`config.mk`:
```
export PLATFORM = sky130hd
export DESIGN_NAME = balanceTop
export DESIGN_NICKNAME = d
export VERILOG_FILES = /design/src/source/balancePkg.sv /design/src/source/sampleTimer.sv /design/src/source/complementaryFilter.sv /design/src/source/pidController.sv /design/src/source/motorPwm.sv /design/src/source/balanceTop.sv
export SDC_FILE = /design/constraint.sdc
export NUM_CORES = 1
export LEC_CHECK = 0
export ABC_AREA = 0
export BUFFER_PORTS_ARGS = -buffer_cell sky130_fd_sc_hd__buf_2
export CORE_MARGIN = 3
export CORE_UTILIZATION = 58
export DETAILED_ROUTE_END_ITERATION = 8
export GPL_TIMING_DRIVEN = 0
export PLACE_DENSITY = 0.84
export SLEW_MARGIN = 20
export SYNTH_ARGS = -nofsm -noshare
export SYNTH_HDL_FRONTEND = slang
export SYNTH_SLANG_ARGS = --single-unit
```
`constraint.sdc`:
```
create_clock -name clk -period 9.1 [get_ports clk]
set_input_delay 1.82 -clock clk [delete_from_list [all_inputs] [get_ports clk]]
set_output_delay 1.82 -clock clk [all_outputs]
set_load 0.01 [all_outputs]
```
`src/source/balancePkg.sv`:
```
`default_nettype none

package balancePkg;

    // Angles, gyro increments and motor power are all signed Q8.8
    localparam int ANGLE_W   = 16;
    localparam int FRAC_BITS = 8;

    // Filter weight of 1.0 in the same fraction format
    localparam int ALPHA_ONE = 256;

    // PID integral accumulator and gain format
    localparam int SUM_W      = 24;
    localparam int GAIN_W     = 8;
    localparam int GAIN_SHIFT = 4;

    // PWM resolution, one period is 2**DUTY_W cycles
    localparam int DUTY_W = 8;

    // Saturation limits
    localparam logic signed [ANGLE_W-1:0] ANGLE_MAX = 16'sh7fff;
    localparam logic signed [ANGLE_W-1:0] ANGLE_MIN = 16'sh8000;
    localparam logic signed [SUM_W-1:0]   SUM_MAX   = 24'sh7fffff;
    localparam logic signed [SUM_W-1:0]   SUM_MIN   = 24'sh800000;

endpackage

`default_nettype wire

```
`src/source/sampleTimer.sv`:
```
`timescale 1ns/100ps
`default_nettype none

module sampleTimer #(
    parameter int SAMPLE_DIV = 512
) (
    input  logic clk,
    input  logic rstN,
    input  logic enable,
    output logic sampleStb
);

    localparam int CNT_W = $clog2(SAMPLE_DIV);
    localparam logic [CNT_W-1:0] LAST_COUNT = CNT_W'(SAMPLE_DIV - 1);

    logic [CNT_W-1:0] count;

    // Counter sits at zero while disabled, so the first strobe
    // comes a full sample period after enable rises
    always_ff @(posedge clk) begin
        if (!rstN || !enable) begin
            count     <= '0;
            sampleStb <= 1'b0;
        end else begin
            sampleStb <= (count == LAST_COUNT);
            if (count == LAST_COUNT) begin
                count <= '0;
            end else begin
                count <= count + 1'b1;
            end
        end
    end

endmodule

`default_nettype wire

```
`src/source/complementaryFilter.sv`:
```
`timescale 1ns/100ps
`default_nettype none

module complementaryFilter #(
    parameter int ALPHA = 230
) (
    input  logic                                      clk,
    input  logic                                      rstN,
    input  logic                                      sampleStb,
    input  logic signed [balancePkg::ANGLE_W-1:0]     gyroRate,
    input  logic signed [balancePkg::ANGLE_W-1:0]     acceAngle,
    output logic signed [balancePkg::ANGLE_W-1:0]     angle,
    output logic                                      angleValid
);

    import balancePkg::*;

    // Room for a 9-bit weight times a 17-bit angle, twice over
    localparam int BLEND_W = 2 * ANGLE_W;

    localparam logic signed [BLEND_W-1:0] GYRO_WEIGHT = BLEND_W'(ALPHA);
    localparam logic signed [BLEND_W-1:0] ACCE_WEIGHT = BLEND_W'(ALPHA_ONE - ALPHA);

    logic signed [BLEND_W-1:0] gyroProp;
    logic signed [BLEND_W-1:0] blend;
    logic signed [BLEND_W-1:0] shifted;
    logic signed [ANGLE_W-1:0] angleNext;

    // Gyro path integrates the increment onto the last filtered angle
    assign gyroProp = angle + gyroRate;
    assign blend    = GYRO_WEIGHT * gyroProp + ACCE_WEIGHT * acceAngle;
    assign shifted  = blend >>> FRAC_BITS;

    always_comb begin
        if (shifted > ANGLE_MAX) begin
            angleNext = ANGLE_MAX;
        end else if (shifted < ANGLE_MIN) begin
            angleNext = ANGLE_MIN;
        end else begin
            angleNext = shifted[ANGLE_W-1:0];
        end
    end

    // Angle is kept between samples, also while the robot is disabled
    always_ff @(posedge clk) begin
        if (!rstN) begin
            angle      <= '0;
            angleValid <= 1'b0;
        end else begin
            angleValid <= sampleStb;
            if (sampleStb) begin
                angle <= angleNext;
            end
        end
    end

endmodule

`default_nettype wire

```
`src/source/pidController.sv`:
```
`timescale 1ns/100ps
`default_nettype none

module pidController #(
    parameter logic signed [balancePkg::ANGLE_W-1:0] TARGET_ANGLE = '0,
    parameter logic [balancePkg::GAIN_W-1:0]         KP           = 8'd16,
    parameter logic [balancePkg::GAIN_W-1:0]         KI           = 8'd1,
    parameter logic [balancePkg::GAIN_W-1:0]         KD           = 8'd8
) (
    input  logic                                  clk,
    input  logic                                  rstN,
    input  logic                                  enable,
    input  logic signed [balancePkg::ANGLE_W-1:0] angle,
    input  logic                                  angleValid,
    output logic signed [balancePkg::ANGLE_W-1:0] motorPower,
    output logic                                  powerValid
);

    import balancePkg::*;

    // Wide enough for the three products plus carries
    localparam int ACC_W = SUM_W + GAIN_W + 2;

    // Gains are unsigned, one extra bit keeps them positive in signed math
    localparam logic signed [GAIN_W:0] KP_S = {1'b0, KP};
    localparam logic signed [GAIN_W:0] KI_S = {1'b0, KI};
    localparam logic signed [GAIN_W:0] KD_S = {1'b0, KD};

    logic signed [SUM_W-1:0]   integral;
    logic signed [ANGLE_W-1:0] prevAngle;

    logic signed [ANGLE_W:0]   errDiff;
    logic signed [ANGLE_W-1:0] error;
    logic signed [SUM_W:0]     integralSum;
    logic signed [SUM_W-1:0]   integralNext;
    logic signed [ANGLE_W:0]   deriv;
    logic signed [ACC_W-1:0]   pidSum;
    logic signed [ACC_W-1:0]   pidShifted;
    logic signed [ANGLE_W-1:0] powerNext;

    // Proportional term input
    assign errDiff = angle - TARGET_ANGLE;

    always_comb begin
        if (errDiff > ANGLE_MAX) begin
            error = ANGLE_MAX;
        end else if (errDiff < ANGLE_MIN) begin
            error = ANGLE_MIN;
        end else begin
            error = errDiff[ANGLE_W-1:0];
        end
    end

    // Integral includes the current error, clipped to the accumulator range
    assign integralSum = integral + error;

    always_comb begin
        if (integralSum > SUM_MAX) begin
            integralNext = SUM_MAX;
        end else if (integralSum < SUM_MIN) begin
            integralNext = SUM_MIN;
        end else begin
            integralNext = integralSum[SUM_W-1:0];
        end
    end

    // Derivative on the measurement avoids a kick when the target changes
    assign deriv = angle - prevAngle;

    assign pidSum     = KP_S * error + KI_S * integralNext + KD_S * deriv;
    assign pidShifted = pidSum >>> GAIN_SHIFT;

    always_comb begin
        if (pidShifted > ANGLE_MAX) begin
            powerNext = ANGLE_MAX;
        end else if (pidShifted < ANGLE_MIN) begin
            powerNext = ANGLE_MIN;
        end else begin
            powerNext = pidShifted[ANGLE_W-1:0];
        end
    end

    // Dropping enable wipes the history so re-enabling starts clean
    always_ff @(posedge clk) begin
        if (!rstN || !enable) begin
            integral   <= '0;
            prevAngle  <= '0;
            motorPower <= '0;
            powerValid <= 1'b0;
        end else begin
            powerValid <= angleValid;
            if (angleValid) begin
                integral   <= integralNext;
                prevAngle  <= angle;
                motorPower <= powerNext;
            end
        end
    end

endmodule

`default_nettype wire

```
`src/source/motorPwm.sv`:
```
`timescale 1ns/100ps
`default_nettype none

module motorPwm (
    input  logic                                  clk,
    input  logic                                  rstN,
    input  logic                                  enable,
    input  logic signed [balancePkg::ANGLE_W-1:0] motorPower,
    input  logic                                  powerValid,
    output logic                                  pwm,
    output logic                                  dirForward
);

    import balancePkg::*;

    localparam logic [DUTY_W-1:0] DUTY_FULL = '1;

    logic [DUTY_W-1:0]  count;
    logic [DUTY_W-1:0]  duty;
    logic [DUTY_W-1:0]  pendDuty;
    logic               pendDir;
    logic [ANGLE_W:0]   magnitude;
    logic [DUTY_W-1:0]  dutyClamped;

    // Extra bit so that -32768 has a representable magnitude
    assign magnitude = motorPower[ANGLE_W-1] ? (ANGLE_W + 1)'(-motorPower)
                                             : (ANGLE_W + 1)'(motorPower);

    assign dutyClamped = (magnitude > (ANGLE_W + 1)'(DUTY_FULL)) ? DUTY_FULL
                                                                : magnitude[DUTY_W-1:0];

    // Counter free-runs, one PWM period per wrap
    always_ff @(posedge clk) begin
        if (!rstN) begin
            count <= '0;
        end else begin
            count <= count + 1'b1;
        end
    end

    // New power waits in the pending register until the period ends
    always_ff @(posedge clk) begin
        if (!rstN) begin
            pendDuty   <= '0;
            pendDir    <= 1'b1;
            duty       <= '0;
            dirForward <= 1'b1;
        end else if (!enable) begin
            pendDuty <= '0;
            duty     <= '0;
        end else begin
            if (powerValid) begin
                pendDuty <= dutyClamped;
                pendDir  <= ~motorPower[ANGLE_W-1];
            end
            if (count == DUTY_FULL) begin
                duty       <= pendDuty;
                dirForward <= pendDir;
            end
        end
    end

    // Kill switch cuts the drive without waiting for the period
    assign pwm = enable && (count < duty);

endmodule

`default_nettype wire

```
`src/source/balanceTop.sv`:
```
`timescale 1ns/100ps
`default_nettype none

module balanceTop #(
    parameter int                                    SAMPLE_DIV   = 512,
    parameter int                                    ALPHA        = 230,
    parameter logic signed [balancePkg::ANGLE_W-1:0] TARGET_ANGLE = '0,
    parameter logic [balancePkg::GAIN_W-1:0]         KP           = 8'd16,
    parameter logic [balancePkg::GAIN_W-1:0]         KI           = 8'd1,
    parameter logic [balancePkg::GAIN_W-1:0]         KD           = 8'd8
) (
    input  logic                                  clk,
    input  logic                                  rstN,
    input  logic                                  enable,
    input  logic signed [balancePkg::ANGLE_W-1:0] gyroRate,
    input  logic signed [balancePkg::ANGLE_W-1:0] acceAngle,
    output logic signed [balancePkg::ANGLE_W-1:0] angle,
    output logic                                  angleValid,
    output logic signed [balancePkg::ANGLE_W-1:0] motorPower,
    output logic                                  powerValid,
    output logic                                  pwm,
    output logic                                  dirForward
);

    logic sampleStb;

    sampleTimer #(
        .SAMPLE_DIV(SAMPLE_DIV)
    ) sampleTimer_i (
        .clk      (clk),
        .rstN     (rstN),
        .enable   (enable),
        .sampleStb(sampleStb)
    );

    // Sensors are read on the strobe, angle follows one cycle later
    complementaryFilter #(
        .ALPHA(ALPHA)
    ) complementaryFilter_i (
        .clk       (clk),
        .rstN      (rstN),
        .sampleStb (sampleStb),
        .gyroRate  (gyroRate),
        .acceAngle (acceAngle),
        .angle     (angle),
        .angleValid(angleValid)
    );

    pidController #(
        .TARGET_ANGLE(TARGET_ANGLE),
        .KP          (KP),
        .KI          (KI),
        .KD          (KD)
    ) pidController_i (
        .clk       (clk),
        .rstN      (rstN),
        .enable    (enable),
        .angle     (angle),
        .angleValid(angleValid),
        .motorPower(motorPower),
        .powerValid(powerValid)
    );

    // Power reaches the drive at the next PWM period boundary
    motorPwm motorPwm_i (
        .clk       (clk),
        .rstN      (rstN),
        .enable    (enable),
        .motorPower(motorPower),
        .powerValid(powerValid),
        .pwm       (pwm),
        .dirForward(dirForward)
    );

endmodule

`default_nettype wire

```
## After elaboration in Yosys (flattened, before gate mapping)

Cells that the tools add are included.

| operators by class | value |
|---|---|
| $add $sub $neg | 9 |
| multiply operators | 2 |
| order comparisons | 10 |
| eq/ne operators | 2 |
| mux-type cells | 10 |
| bitwise operators | 1 |
| reduce and logical (&&, ||, !) cells | 8 |

Operators by type and width:

| cell | number |
|---|---|
| 16-bit 2-to-1 mux | 6 |
| 24-bit 2-to-1 mux | 2 |
| 32-bit by 22-bit adder with 32-bit output | 1 |
| 8-bit by 32-bit multiplier with 31-bit output, first input constant | 1 |
| 30-bit by 16-bit > comparator with 1-bit output, second input constant | 1 |
| 30-bit by 16-bit < comparator with 1-bit output, second input constant | 1 |
| 25-bit by 20-bit adder with 26-bit output | 1 |
| 20-bit by 24-bit adder with 25-bit output | 1 |
| 24-bit by 16-bit adder with 25-bit output | 1 |
| 25-bit by 24-bit > comparator with 1-bit output, second input constant | 1 |
| 25-bit by 24-bit < comparator with 1-bit output, second input constant | 1 |
| 24-bit by 16-bit > comparator with 1-bit output, second input constant | 1 |
| 24-bit by 16-bit < comparator with 1-bit output, second input constant | 1 |
| 5-bit by 16-bit multiplier with 21-bit output, first input constant | 1 |
| 16-bit by 16-bit adder with 17-bit output | 1 |
| 17-bit by 8-bit > comparator with 1-bit output, second input constant | 1 |
| 17-bit 2-to-1 mux | 1 |
| 16-bit negator with 17-bit output | 1 |
| 16-bit by 16-bit subtractor with 17-bit output | 1 |
| 16-bit > comparator, second input constant | 1 |
| 16-bit < comparator, second input constant | 1 |
| 9-bit by 1-bit adder with 9-bit output, second input constant | 1 |
| 9-bit equality test, second input constant | 1 |
| 8-bit by 1-bit adder with 8-bit output, second input constant | 1 |
| 9 further kinds | 12 |

| word-level totals | value |
|---|---|
| flip-flop bits (word level) | 110 |
| input bits | 35 |
| output and inout bits | 36 |
| word-level logic and storage cells | 55 |

## Depth between registers and ports, before layout

Gate-level depths: netlist of the first run.

| logic depth | value |
|---|---|
| depth after elaboration | 12 |
| depth in mapped cells | 38 |
| depth with buffers taken out | 37 |

## Hierarchy

Synthesis of the first run repeated with hierarchy kept, for this count alone.

| unflattened totals | value |
|---|---|
| cell total of the unflattened synthesis | 1725 |
| area total of the unflattened synthesis | 14292.5 um^2 |

By module, submodules not included:

| module | instances | cells each | area each (um^2) | sequential area each (um^2) |
|---|---|---|---|---|
| complementaryFilter | 1 | 826 | 6772.7 | 340.3 |
| pidController | 1 | 682 | 5619.1 | 1141.1 |
| motorPwm | 1 | 174 | 1500.2 | 520.5 |
| sampleTimer | 1 | 43 | 400.4 | 200.2 |

## Least setup slack after synthesis of the first run

OpenSTA, ideal clock, no wires.

| timing path | value |
|---|---|
| path type | input -> register |
| start | in gyroRate[1] (netlist name) |
| end | reg complementaryFilter_i.angle[10] (netlist name) |
| setup time | 0.122 ns |
| data arrival time | 9.678 ns |
| data required time | 8.978 ns |
| setup slack | -0.700 ns |
| stages on the path | 35 |
| path buffers | 1 |
| cell sequence | ha_1 -> a211o_1 -> a2111oi_0 -> o21ai_0 -> o211ai_1 -> o21ai_0 -> o21a_1 -> o21ai_0 -> nand2_1 -> a21o_1 -> xor2_1 -> ha_1 -> inv_1 -> fa_1 -> fa_1 -> inv_1 -> ha_1 -> a21o_1 -> a21o_1 -> a21oi_1 -> o31ai_1 -> a41oi_1 -> a21oi_1 -> a21oi_1 -> nand2b_1 -> ha_1 -> a21o_1 -> or3_1 -> a311o_1 -> a31oi_1 -> mux2_2 -> nand2_1 -> o32ai_1 -> buf_2 -> a21oi_1 |

| on the way | value |
|---|---|
| word-level cells in the longest chain between the ends | 6 |
| elaborated cells on any way between the ends | 7 |
| classes of those cells | add/sub: 2; mul: 1; order compare: 2; mux: 2 |

Ends and longest elaborated chain:

| item | line | source |
|---|---|---|
| from (decl) | balanceTop.sv:15 | `input logic signed [balancePkg::ANGLE_W-1:0] gyroRate,` |
| 16-bit by 16-bit adder with 17-bit output (*) | complementaryFilter.sv:30 | `assign gyroProp = angle + gyroRate;` |
| 8-bit by 32-bit multiplier with 31-bit output (*) | complementaryFilter.sv:31 | `assign blend = GYRO_WEIGHT * gyroProp + ACCE_WEIGHT * acceAngle;` |
| 32-bit by 22-bit adder with 32-bit output (*) | complementaryFilter.sv:31 |  |
| 24-bit by 16-bit < comparator with 1-bit output | complementaryFilter.sv:37 | `end else if (shifted < ANGLE_MIN) begin` |
| 16-bit 2-to-1 mux | complementaryFilter.sv:37 |  |
| 16-bit 2-to-1 mux (*) | complementaryFilter.sv:35 | `if (shifted > ANGLE_MAX) begin` |
| to (signal assigned) | complementaryFilter.sv:52 | `angle <= angleNext;` |
| to (decl) | complementaryFilter.sv:12 | `output logic signed [balancePkg::ANGLE_W-1:0] angle,` |

Every way passes the cells marked *; elsewhere a longest branch is shown, timed or not.
A chain may end at the register's enable or synchronous reset.

## Worst setup path in the final report of the first run

| timing path | value |
|---|---|
| start | in gyroRate[4] (netlist name) |
| end | reg complementaryFilter_i.angle[0] (netlist name) |

The elaborated chain is that of the path after synthesis.

==> reports/results.ini, run 1 <==
[cells_and_area]
filler_cell_count = 1748
drive_gt1_share_pct = 14.4
final_cell_count_no_fill = 2262
layout.cell_area.non_filler_sq_um = 16500
n_antenna_cell = 0
nets = 2270
areaGrowthSynthToFinish_pct = 16.5

[detailed_routing]
drt_iter0_drc = 1328
remaining_drc_errors = 0
vias = 13600
first_pass_iters = 8
drt_wl_total_um = 40000
antenna_violating_nets_post_route = 0
detail_route.wl_per_cell_um = 17.7
vias_per_cell = 5.99

[die]
floorplan.initialDensity_pct = 59.7
core_region_area_sq_um = 23800
number_of_primary_i_o_pins = 71
die_y_um = 162
die_wd_um = 162
placement_rows = 56
die_area_sq_um = 26300

[pwr]
post-layout-total-power_mw = 4.03
fraction_of_power_spent_switching_nets_pct = 50.4
cellInternalPower_mw = 2.00
power-per-cell-area_nw_per_um2 = 244
clock_power_share_pct = 10.2
comb_power_share_pct = 77.8
seq_power_share_pct = 12.0
worst_ir_drop_vdd_mv = 0.331
switchingPower_mw = 2.03
leakage_nw = 7.89

[setup_path]
critPathLaunchType = input port
timing.critical_path.required_ns = 9.36
worst-endpoint-arrival_ns = 9.77
timing.critical_path.slowest_stage_cell = sky130_fd_sc_hd__or4_4
timing.critical_path.to_type = flop
worst_path_largest_cell_delay_ns = 0.54
path_max_fanout = 5
dominant_cell_type_by_count_on_the_critical_path = sky130_fd_sc_hd__nand2_1
critical_path_class = in -> reg

[sta]
rsz_0062_raised_after_global_routing = true
finalClockSkew_ns = 0.00824
report.final.slew_viol_count = 0
count_of_final_hold_check_violations = 0
worst_slew_margin_rel_pct = 28.6
tightestPinTransition_ns = 1.06
fin_setup_tns_ns = -6.10
period_needed_ns = 9.51
setup_slack_ns = -0.415
layout_worst_path_cycle_share_pct = 105
fmax_mhz = 105
timing.final.setup_violations = 16

[placed_design]
globalplace.congestion = 0.935
port-buffer-count = 70
detailedPlacementHpwl_um = 28700
place_inst = 2178
post_dp_cell_area_sq_um = 15000

[run_status]
run_status = complete, but fails checks
violations = negative setup slack

[global_route]
grt_max_degree = 23
global_route_wire_length_before_repair_um = 63000
first_global_vias = 13100
gr-total-overflow = 0
track_usage_pct = 28.9
antenna_found_initial = 0

[synth]
synth-main-ff-cell = sky130_fd_sc_hd__dfxtp_1
post-synth-top-area-fraction_pct = 19.0
synthAdderAreaFrac_pct = 30.6
main_combinational_cell_family_by_area_after_synthesis = adder cells
synth.lib_cells_used.distinct = 71
synth_compound_gate_area_share_pct = 20.3
count_of_flip_flops_with_a_built_in_enable_after_synthesis = 0
async_reset_ff_share_pct = 0
synth_top_cells_by_area = sky130_fd_sc_hd__ha_1 19%, sky130_fd_sc_hd__dfxtp_1 16%, sky130_fd_sc_hd__fa_1 12%
synth-seq-area-share_pct = 15.5
synth.largest_area_cell = sky130_fd_sc_hd__ha_1
synth_simple_gate_area_share_pct = 14.8
synth_xor_area_share_pct = 8.32
avgSynthCellArea_sq_um = 7.92
synth_mux_area_share_pct = 2.10
post_synthesis_cells = 1789
mappedNetlistNets = 2121
syn-cell-area_sq_um = 14200
yosys_register_bits = 110
ys.warnings.count = 0

[clocking]
clk_pin_slew_ns = 0.08
clock_latency_ns = 0.36
cts_buffers = 9
clock-root-buffer = sky130_fd_sc_hd__clkbuf_16
cts_htree_levels = 3
clock-sinks = 110
tritoncts_clock_tree = done
ctsLongestPathBuffers = 2

[run]
max_cap_violations = 0

[hold_path]
hold_path_class = reg -> reg

-- per-layer routing --
metal	global-route usage, %	routed length, um	up-vias
met1	39.0	17100	6420
met3	4.06	2930	131
met5	0	0	-
met4	9.69	1510	0
met2	47.8	18400	599
li1	-	-	6407
-- Yosys cell counts, drive strengths merged, types with 4 or more instances --
cell	n
ha	215
o21bai	15
a31oi	17
and4	4
or4	4
and2	17
o211ai	11
inv	258
nand3	30
a211oi	13
nand2b	30
xor2	53
and3	8
fa	82
o31ai	5
a2111oi	7
o21a	26
clkbuf	51
o21ai	126
or2	5
nor2b	21
nor2	155
mux2i	26
or3	10
xnor2	79
nand4	16
nor4	4
nand3b	4
a21boi	6
o22ai	19
o31a	7
buf	4
nand2	107
dfxtp	110
nor3	23
a21oi	134
a31o	4
a21o	39
-- registers in the layout, summed over array words and instances, names as in the netlist --
name	flops
complementaryFilter_i.angle	16
complementaryFilter_i.angleValid	1
motorPwm_i.count	8
motorPwm_i.dirForward	1
motorPwm_i.duty	8
motorPwm_i.pendDir	1
motorPwm_i.pendDuty	8
pidController_i.integral	24
pidController_i.motorPower	16
pidController_i.powerValid	1
pidController_i.prevAngle	16
sampleTimer_i.count	9
sampleTimer_i.sampleStb	1
-- critical path: cells and delay by family --
family                     cells  cell delay (ns)
xor gates and xnor gates       2             0.25
adders and majority gates      6             1.99
AOI/OAI and AO/OA             14             3.38
and+or+nand+nor                6             1.40
buffers and inverters          7             0.87
-- area by class of cell --
cell class / instances / area, sq um / area share (%)
Multi-Input combinational cell: 1366 / 11500 / 69.5
Clock inverter: 7 / 81.3 / 0.492
Clock buffer: 9 / 225 / 1.36
Sequential cell: 110 / 2200 / 13.3
Timing Repair Buffer: 138 / 921 / 5.58
Tap cell: 319 / 399 / 2.42
Buffer: 55 / 243 / 1.47
Inverter: 258 / 968 / 5.86
-- placed cells by master, fill, tap and decap left out, types with 11 or more instances in the layout --
cell type                  instances
sky130_fd_sc_hd__buf_2            69
sky130_fd_sc_hd__nand4_1          16
sky130_fd_sc_hd__inv_1           248
sky130_fd_sc_hd__xor2_1           51
sky130_fd_sc_hd__ha_4             17
sky130_fd_sc_hd__a21o_1           39
sky130_fd_sc_hd__o21bai_1         15
sky130_fd_sc_hd__and2_1           17
sky130_fd_sc_hd__fa_1             81
sky130_fd_sc_hd__a21oi_1         113
sky130_fd_sc_hd__nand3_1          30
sky130_fd_sc_hd__ha_1            193
sky130_fd_sc_hd__clkbuf_1         50
sky130_fd_sc_hd__dfxtp_1         110
sky130_fd_sc_hd__a31oi_1          15
sky130_fd_sc_hd__nor2_1          151
sky130_fd_sc_hd__a211oi_1         12
sky130_fd_sc_hd__nand2_2          11
sky130_fd_sc_hd__xnor2_1          73
sky130_fd_sc_hd__a21oi_2          20
sky130_fd_sc_hd__mux2i_1          26
sky130_fd_sc_hd__nor3_1           23
sky130_fd_sc_hd__nand2b_1         30
sky130_fd_sc_hd__nand2_1          90
sky130_fd_sc_hd__o22ai_1          19
sky130_fd_sc_hd__o21ai_0         112
sky130_fd_sc_hd__buf_4            60
sky130_fd_sc_hd__nor2b_1          20
sky130_fd_sc_hd__o21a_1           26
sky130_fd_sc_hd__o211ai_1         11
-- power by group through the flow --
| stage | Sequential (mW) | Combinational (mW) | Clock, mW |
|---|---|---|---|
| 3_5_place_dp | 0.495 | 2.27 | 0 |
| 3_3_place_gp | 0.495 | 2.21 | 0 |
| 4_1_cts | 0.484 | 2.75 | 0.415 |
| 2_1_floorplan | 0.495 | 1.83 | 0 |
| 5_1_grt | 0.484 | 3.34 | 0.431 |
| 6_report | 0.484 | 3.13 | 0.410 |
-- through the flow --
stage               worst slack [ns]  util, %  hold WS [ns]
finish                        -0.415     69.5         0.458
global route                  -0.659     69.5         0.480
CTS                           -0.118     68.4         0.454
detailed placement             -1.29     63.1         0.438
global placement               -1.18     63.1         0.427
floorplan                    0.00456        -         0.418
-- worst paths after layout --
check,startpoint,slack (ns),to,cells past startpoint
min reg2reg,sampleTimer_i.count[0]$_SDFF_PP0_,0.46,sampleTimer_i.count[0]$_SDFF_PP0_,1
min,sampleTimer_i.count[0]$_SDFF_PP0_,0.46,sampleTimer_i.count[0]$_SDFF_PP0_,1
max reg2reg,complementaryFilter_i.angle[1]$_SDFFE_PN0P_,0.58,complementaryFilter_i.angle[0]$_SDFFE_PN0P_,37
max,gyroRate[4],-0.41,complementaryFilter_i.angle[0]$_SDFFE_PN0P_,35
-- cells by family after synthesis --
logic type,after synthesis
fa+ha+maj,298
flops,110
xor+xnor,133
mux,29
buf+inv,313
compound gates,462
simple gates,444
-- repair_timing --
item | 4_1_cts | 5_1_grt
cloned | 1 | 1
setup buffers | 53 | 14
hold buffers | 0 | 0
gates resized for setup | 111 | 35
pin swaps | 72 | 36
setup endpoints to repair | 16 | 16
Power figures use the tool's default switching activity.
==> run 2: changes to the inputs <==
- CTS_CLUSTER_SIZE: not set -> 12
- GPL_ROUTABILITY_DRIVEN: not set -> 0
- SYNTH_HIERARCHICAL: not set -> 1
==> run 2 against run 1 <==
  * The flow still finishes with violations (negative setup slack)
  * Largest power group unchanged
  * Synthesized cell count fell by 3.6%
  * Global-route usage decreased by 1.1 points
  * Sequential cell count unchanged
  * Largest cell class unchanged
  * Hold slack gained 0.012 ns
  * Sequential power hardly changed
  * Power fell by 7.0%
  * Cell count down 4.0%
==> reports/results.ini, run 2 <==
[cells_and_area]
drive_gt1_share_pct = 16.1  ; was 14.4%
n_antenna_cell = 0  ; unchanged
layout.cells.most_common_list = 215 x sky130_fd_sc_hd__inv_1, 198 x sky130_fd_sc_hd__ha_1, 110 x sky130_fd_sc_hd__dfxtp_1, 109 x sky130_fd_sc_hd__nor2_1, 104 x sky130_fd_sc_hd__o21ai_0  ; was 248 x sky130_fd_sc_hd__inv_1, 193 x sky130_fd_sc_hd__ha_1, 151 x sky130_fd_sc_hd__nor2_1, 113 x sky130_fd_sc_hd__a21oi_1, 112 x sky130_fd_sc_hd__o21ai_0
areaGrowthSynthToFinish_pct = 15.0  ; was 16.5%
final_common_cell = sky130_fd_sc_hd__inv_1  ; unchanged
largest_register = pidController_i/integral  ; was pidController_i.integral
largest_register_ffs = 24  ; unchanged
nets = 2178  ; was 2270

[sta]
count_of_final_hold_check_violations = 0  ; unchanged
report.final.slew_viol_count = 0  ; unchanged
period_needed_ns = 9.27  ; was 9.51 ns
layout_worst_path_cycle_share_pct = 102  ; was 105%
worst_slew_margin_rel_pct = 33.7  ; was 28.6%
finalClockSkew_ns = 0.0138  ; was 0.00824 ns
tightestPinTransition_ns = 0.991  ; was 1.06 ns
fmax_mhz = 108  ; was 105 MHz
setup_slack_ns = -0.167  ; was -0.415 ns
fin_setup_tns_ns = -1.97  ; was -6.10 ns
timing.final.setup_violations = 15  ; was 16
rsz_0062_raised_after_global_routing = true  ; unchanged

[detailed_routing]
vias_per_cell = 6.07  ; was 5.99
vias = 13200  ; was 13.6k
detail_route.wl_per_cell_um = 17.8  ; was 17.7 um
antenna_violating_nets_post_route = 0  ; unchanged
drt_wl_total_um = 38700  ; was 40000 um
remaining_drc_errors = 0  ; unchanged
drt_iter0_drc = 1268  ; was 1328
first_pass_iters = 6  ; was 8

[pwr]
switchingPower_mw = 1.81  ; was 2.03 mW
seq_power_share_pct = 12.9  ; was 12.0%
leakage_nw = 7.83  ; was 7.89 nW
clock_power_share_pct = 10.6  ; was 10.2%
comb_power_share_pct = 76.5  ; was 77.8%
worst_ir_drop_vdd_mv = 0.245  ; was 0.331 mV
power-per-cell-area_nw_per_um2 = 228  ; was 244 nW/um^2
cellInternalPower_mw = 1.94  ; was 2.00 mW
post-layout-total-power_mw = 3.75  ; was 4.03 mW
fraction_of_power_spent_switching_nets_pct = 48.2  ; was 50.4%

[setup_path]
worst-endpoint-arrival_ns = 9.51  ; was 9.77 ns
timing.critical_path.to_type = flop  ; unchanged
dominant_cell_type_by_count_on_the_critical_path = sky130_fd_sc_hd__a21oi_2  ; was sky130_fd_sc_hd__nand2_1
critPathLaunchType = input port  ; unchanged
worst_path_largest_cell_delay_ns = 0.56  ; was 0.54 ns
path_max_fanout = 8  ; was 5
critical_path_class = in -> reg  ; unchanged
r2r_cells = 38  ; was 37
timing.critical_path.slowest_stage_cell = sky130_fd_sc_hd__or4_4  ; unchanged
timing.critical_path.required_ns = 9.34  ; was 9.36 ns

[clocking]
clk_pin_slew_ns = 0.08  ; about the same
tritoncts_clock_tree = done  ; unchanged
clock-sinks = 110  ; unchanged
ctsHoldBuffers = 0  ; unchanged
cts_htree_levels = 3  ; unchanged
ctsLongestPathBuffers = 2  ; unchanged
clock_latency_ns = 0.36  ; about the same
clock-root-buffer = sky130_fd_sc_hd__clkbuf_16  ; unchanged
cts_buffers = 9  ; unchanged

[run_status]
run_status = complete, but fails checks  ; unchanged
violations = negative setup slack  ; unchanged

[synth]
post-synth-top-area-fraction_pct = 19.3  ; was 19.0%
synth.lib_cells_used.distinct = 95  ; was 71
ys.warnings.count = 6  ; was 0
syn-cell-area_sq_um = 14300  ; was 14200 sq um
async_reset_ff_share_pct = 0  ; unchanged
synth_top_cells_by_area = sky130_fd_sc_hd__ha_1 19%, sky130_fd_sc_hd__dfxtp_1 15%, sky130_fd_sc_hd__fa_1 11%  ; was sky130_fd_sc_hd__ha_1 19%, sky130_fd_sc_hd__dfxtp_1 16%, sky130_fd_sc_hd__fa_1 12%
synth.largest_area_cell = sky130_fd_sc_hd__ha_1  ; unchanged
avgSynthCellArea_sq_um = 8.29  ; was 7.92 sq um
synth-main-ff-cell = sky130_fd_sc_hd__dfxtp_1  ; unchanged
synth_most_common_cell = sky130_fd_sc_hd__inv_1  ; unchanged
netlist_top_cells_count = 229 x sky130_fd_sc_hd__inv_1, 220 x sky130_fd_sc_hd__ha_1, 123 x sky130_fd_sc_hd__a21oi_1  ; was 258 x sky130_fd_sc_hd__inv_1, 215 x sky130_fd_sc_hd__ha_1, 155 x sky130_fd_sc_hd__nor2_1
synth-seq-area-share_pct = 15.4  ; was 15.5%
count_of_flip_flops_with_a_built_in_enable_after_synthesis = 0  ; unchanged
post_synthesis_cells = 1725  ; was 1789
mappedNetlistNets = 2056  ; was 2121
yosys_register_bits = 110  ; unchanged

[die]
die_wd_um = 163  ; was 162 um
floorplan.initialDensity_pct = 60.0  ; was 59.7%
number_of_primary_i_o_pins = 71  ; unchanged
die_area_sq_um = 26600  ; was 26300 sq um
placement_rows = 56  ; unchanged
core_region_area_sq_um = 23800  ; about the same
die_y_um = 163  ; was 162 um

[global_route]
global_route_wire_length_before_repair_um = 61100  ; was 63000 um
antenna_found_initial = 0  ; unchanged
first_global_vias = 13100  ; about the same
gr-total-overflow = 0  ; unchanged
track_usage_pct = 27.8  ; was 28.9%
grt_max_degree = 22  ; was 23

[run]
max_cap_violations = 0  ; unchanged

[hold_path]
hold_path_class = reg -> reg  ; unchanged
worstHoldPathCells = 2  ; was 1

[placed_design]
detailedPlace.worstSlack_ns = -1.18  ; was -1.29 ns
port-buffer-count = 70  ; unchanged
detailedPlacementHpwl_um = 28900  ; was 28700 um

[run 2: cell count changes in the layout (fill, tap and decap cells not counted), moves of 10 or more]
cell                       change
sky130_fd_sc_hd__nor2_1       -42
sky130_fd_sc_hd__inv_1        -33
sky130_fd_sc_hd__buf_4        -20
sky130_fd_sc_hd__clkbuf_1     -18
sky130_fd_sc_hd__o22ai_1      -18
sky130_fd_sc_hd__nand2b_1     -14
sky130_fd_sc_hd__a221o_1      +12
sky130_fd_sc_hd__a21oi_1      -11
sky130_fd_sc_hd__nand2_2      -10
[run 2: cells by family after synthesis]
group	Yosys count	share of synthesized area, %
buffers and inverters	276	7.48
DFF	110	15.4
AOI/OAI and AO/OA	478	22.9
adders and majority gates	301	30.3
muxes	27	1.89
and+or+nand+nor	396	13.7
xor gates and xnor gates	137	8.45
[run 2: per-stage QoR]
stage | util [%] | hold WS, ns | instances | instance area [sq um]
floorplan | - | 0.429 | 1725 | 14500
detailed placement | 64.0 | 0.450 | 2114 | 15300
global placement | 64.0 | 0.442 | 2114 | 15300
finish | 69.0 | 0.470 | 2171 | 16400
global route | 69.0 | 0.499 | 2171 | 16400
CTS | 67.1 | 0.469 | 2151 | 16000
[run 2: critical path: cells and delay by family]
kind	cells	cell delay, ns
compound gates	19	2.96
xor+xnor	2	0.19
fa+ha+maj	7	2.41
buf+inv	6	0.66
simple gates	5	1.44
[run 2: final timing paths]
kind | startpoint | slack, ns | to
worst max-delay path | gyroRate[1] | -0.17 | complementaryFilter_i/angle[11]$_SDFFE_PN0P_
worst min-delay path | motorPwm_i/dirForward$_SDFFE_PN1P_ | 0.47 | motorPwm_i/dirForward$_SDFFE_PN1P_
worst max register to register | complementaryFilter_i/angle[1]$_SDFFE_PN0P_ | 0.73 | complementaryFilter_i/angle[11]$_SDFFE_PN0P_
worst min register to register | motorPwm_i/dirForward$_SDFFE_PN1P_ | 0.47 | motorPwm_i/dirForward$_SDFFE_PN1P_
[run 2: per-layer routing]
metal	track usage, %	vias up	wire [um]
met5	0	-	0
met4	9.00	0	1360
met3	2.80	108	2390
met2	49.4	489	18900
met1	35.5	6321	16000
li1	-	6265	-
[run 2: what timing repair did]
| item | CTS | global route |
|---|---|---|
| setup buffers | 20 | 20 |
| resized for setup | 54 | 55 |
| pin swaps | 49 | 53 |
| setup endpoints to repair | 16 | 16 |
| cloned | 1 | 0 |
[run 2: layout make-up]
class	count	area (sq um)
multi-input cells	1339	11700
fillers	1758	7390
flip-flops and latches	110	2200
inverters	230	867
repair buffers	111	711
well taps	319	399
clock buffers	9	225
plain buffers	46	216
clock inverters	7	70.1
[run 2: power groups by stage]
| stage | registers, mW | clock network (mW) | logic, mW |
|---|---|---|---|
| 3_3_place_gp | 0.495 | 0 | 2.35 |
| 4_1_cts | 0.484 | 0.401 | 2.61 |
| 2_1_floorplan | 0.495 | 0 | 1.98 |
| 6_report | 0.484 | 0.398 | 2.86 |
| 3_5_place_dp | 0.495 | 0 | 2.42 |
| 5_1_grt | 0.484 | 0.425 | 3.12 |
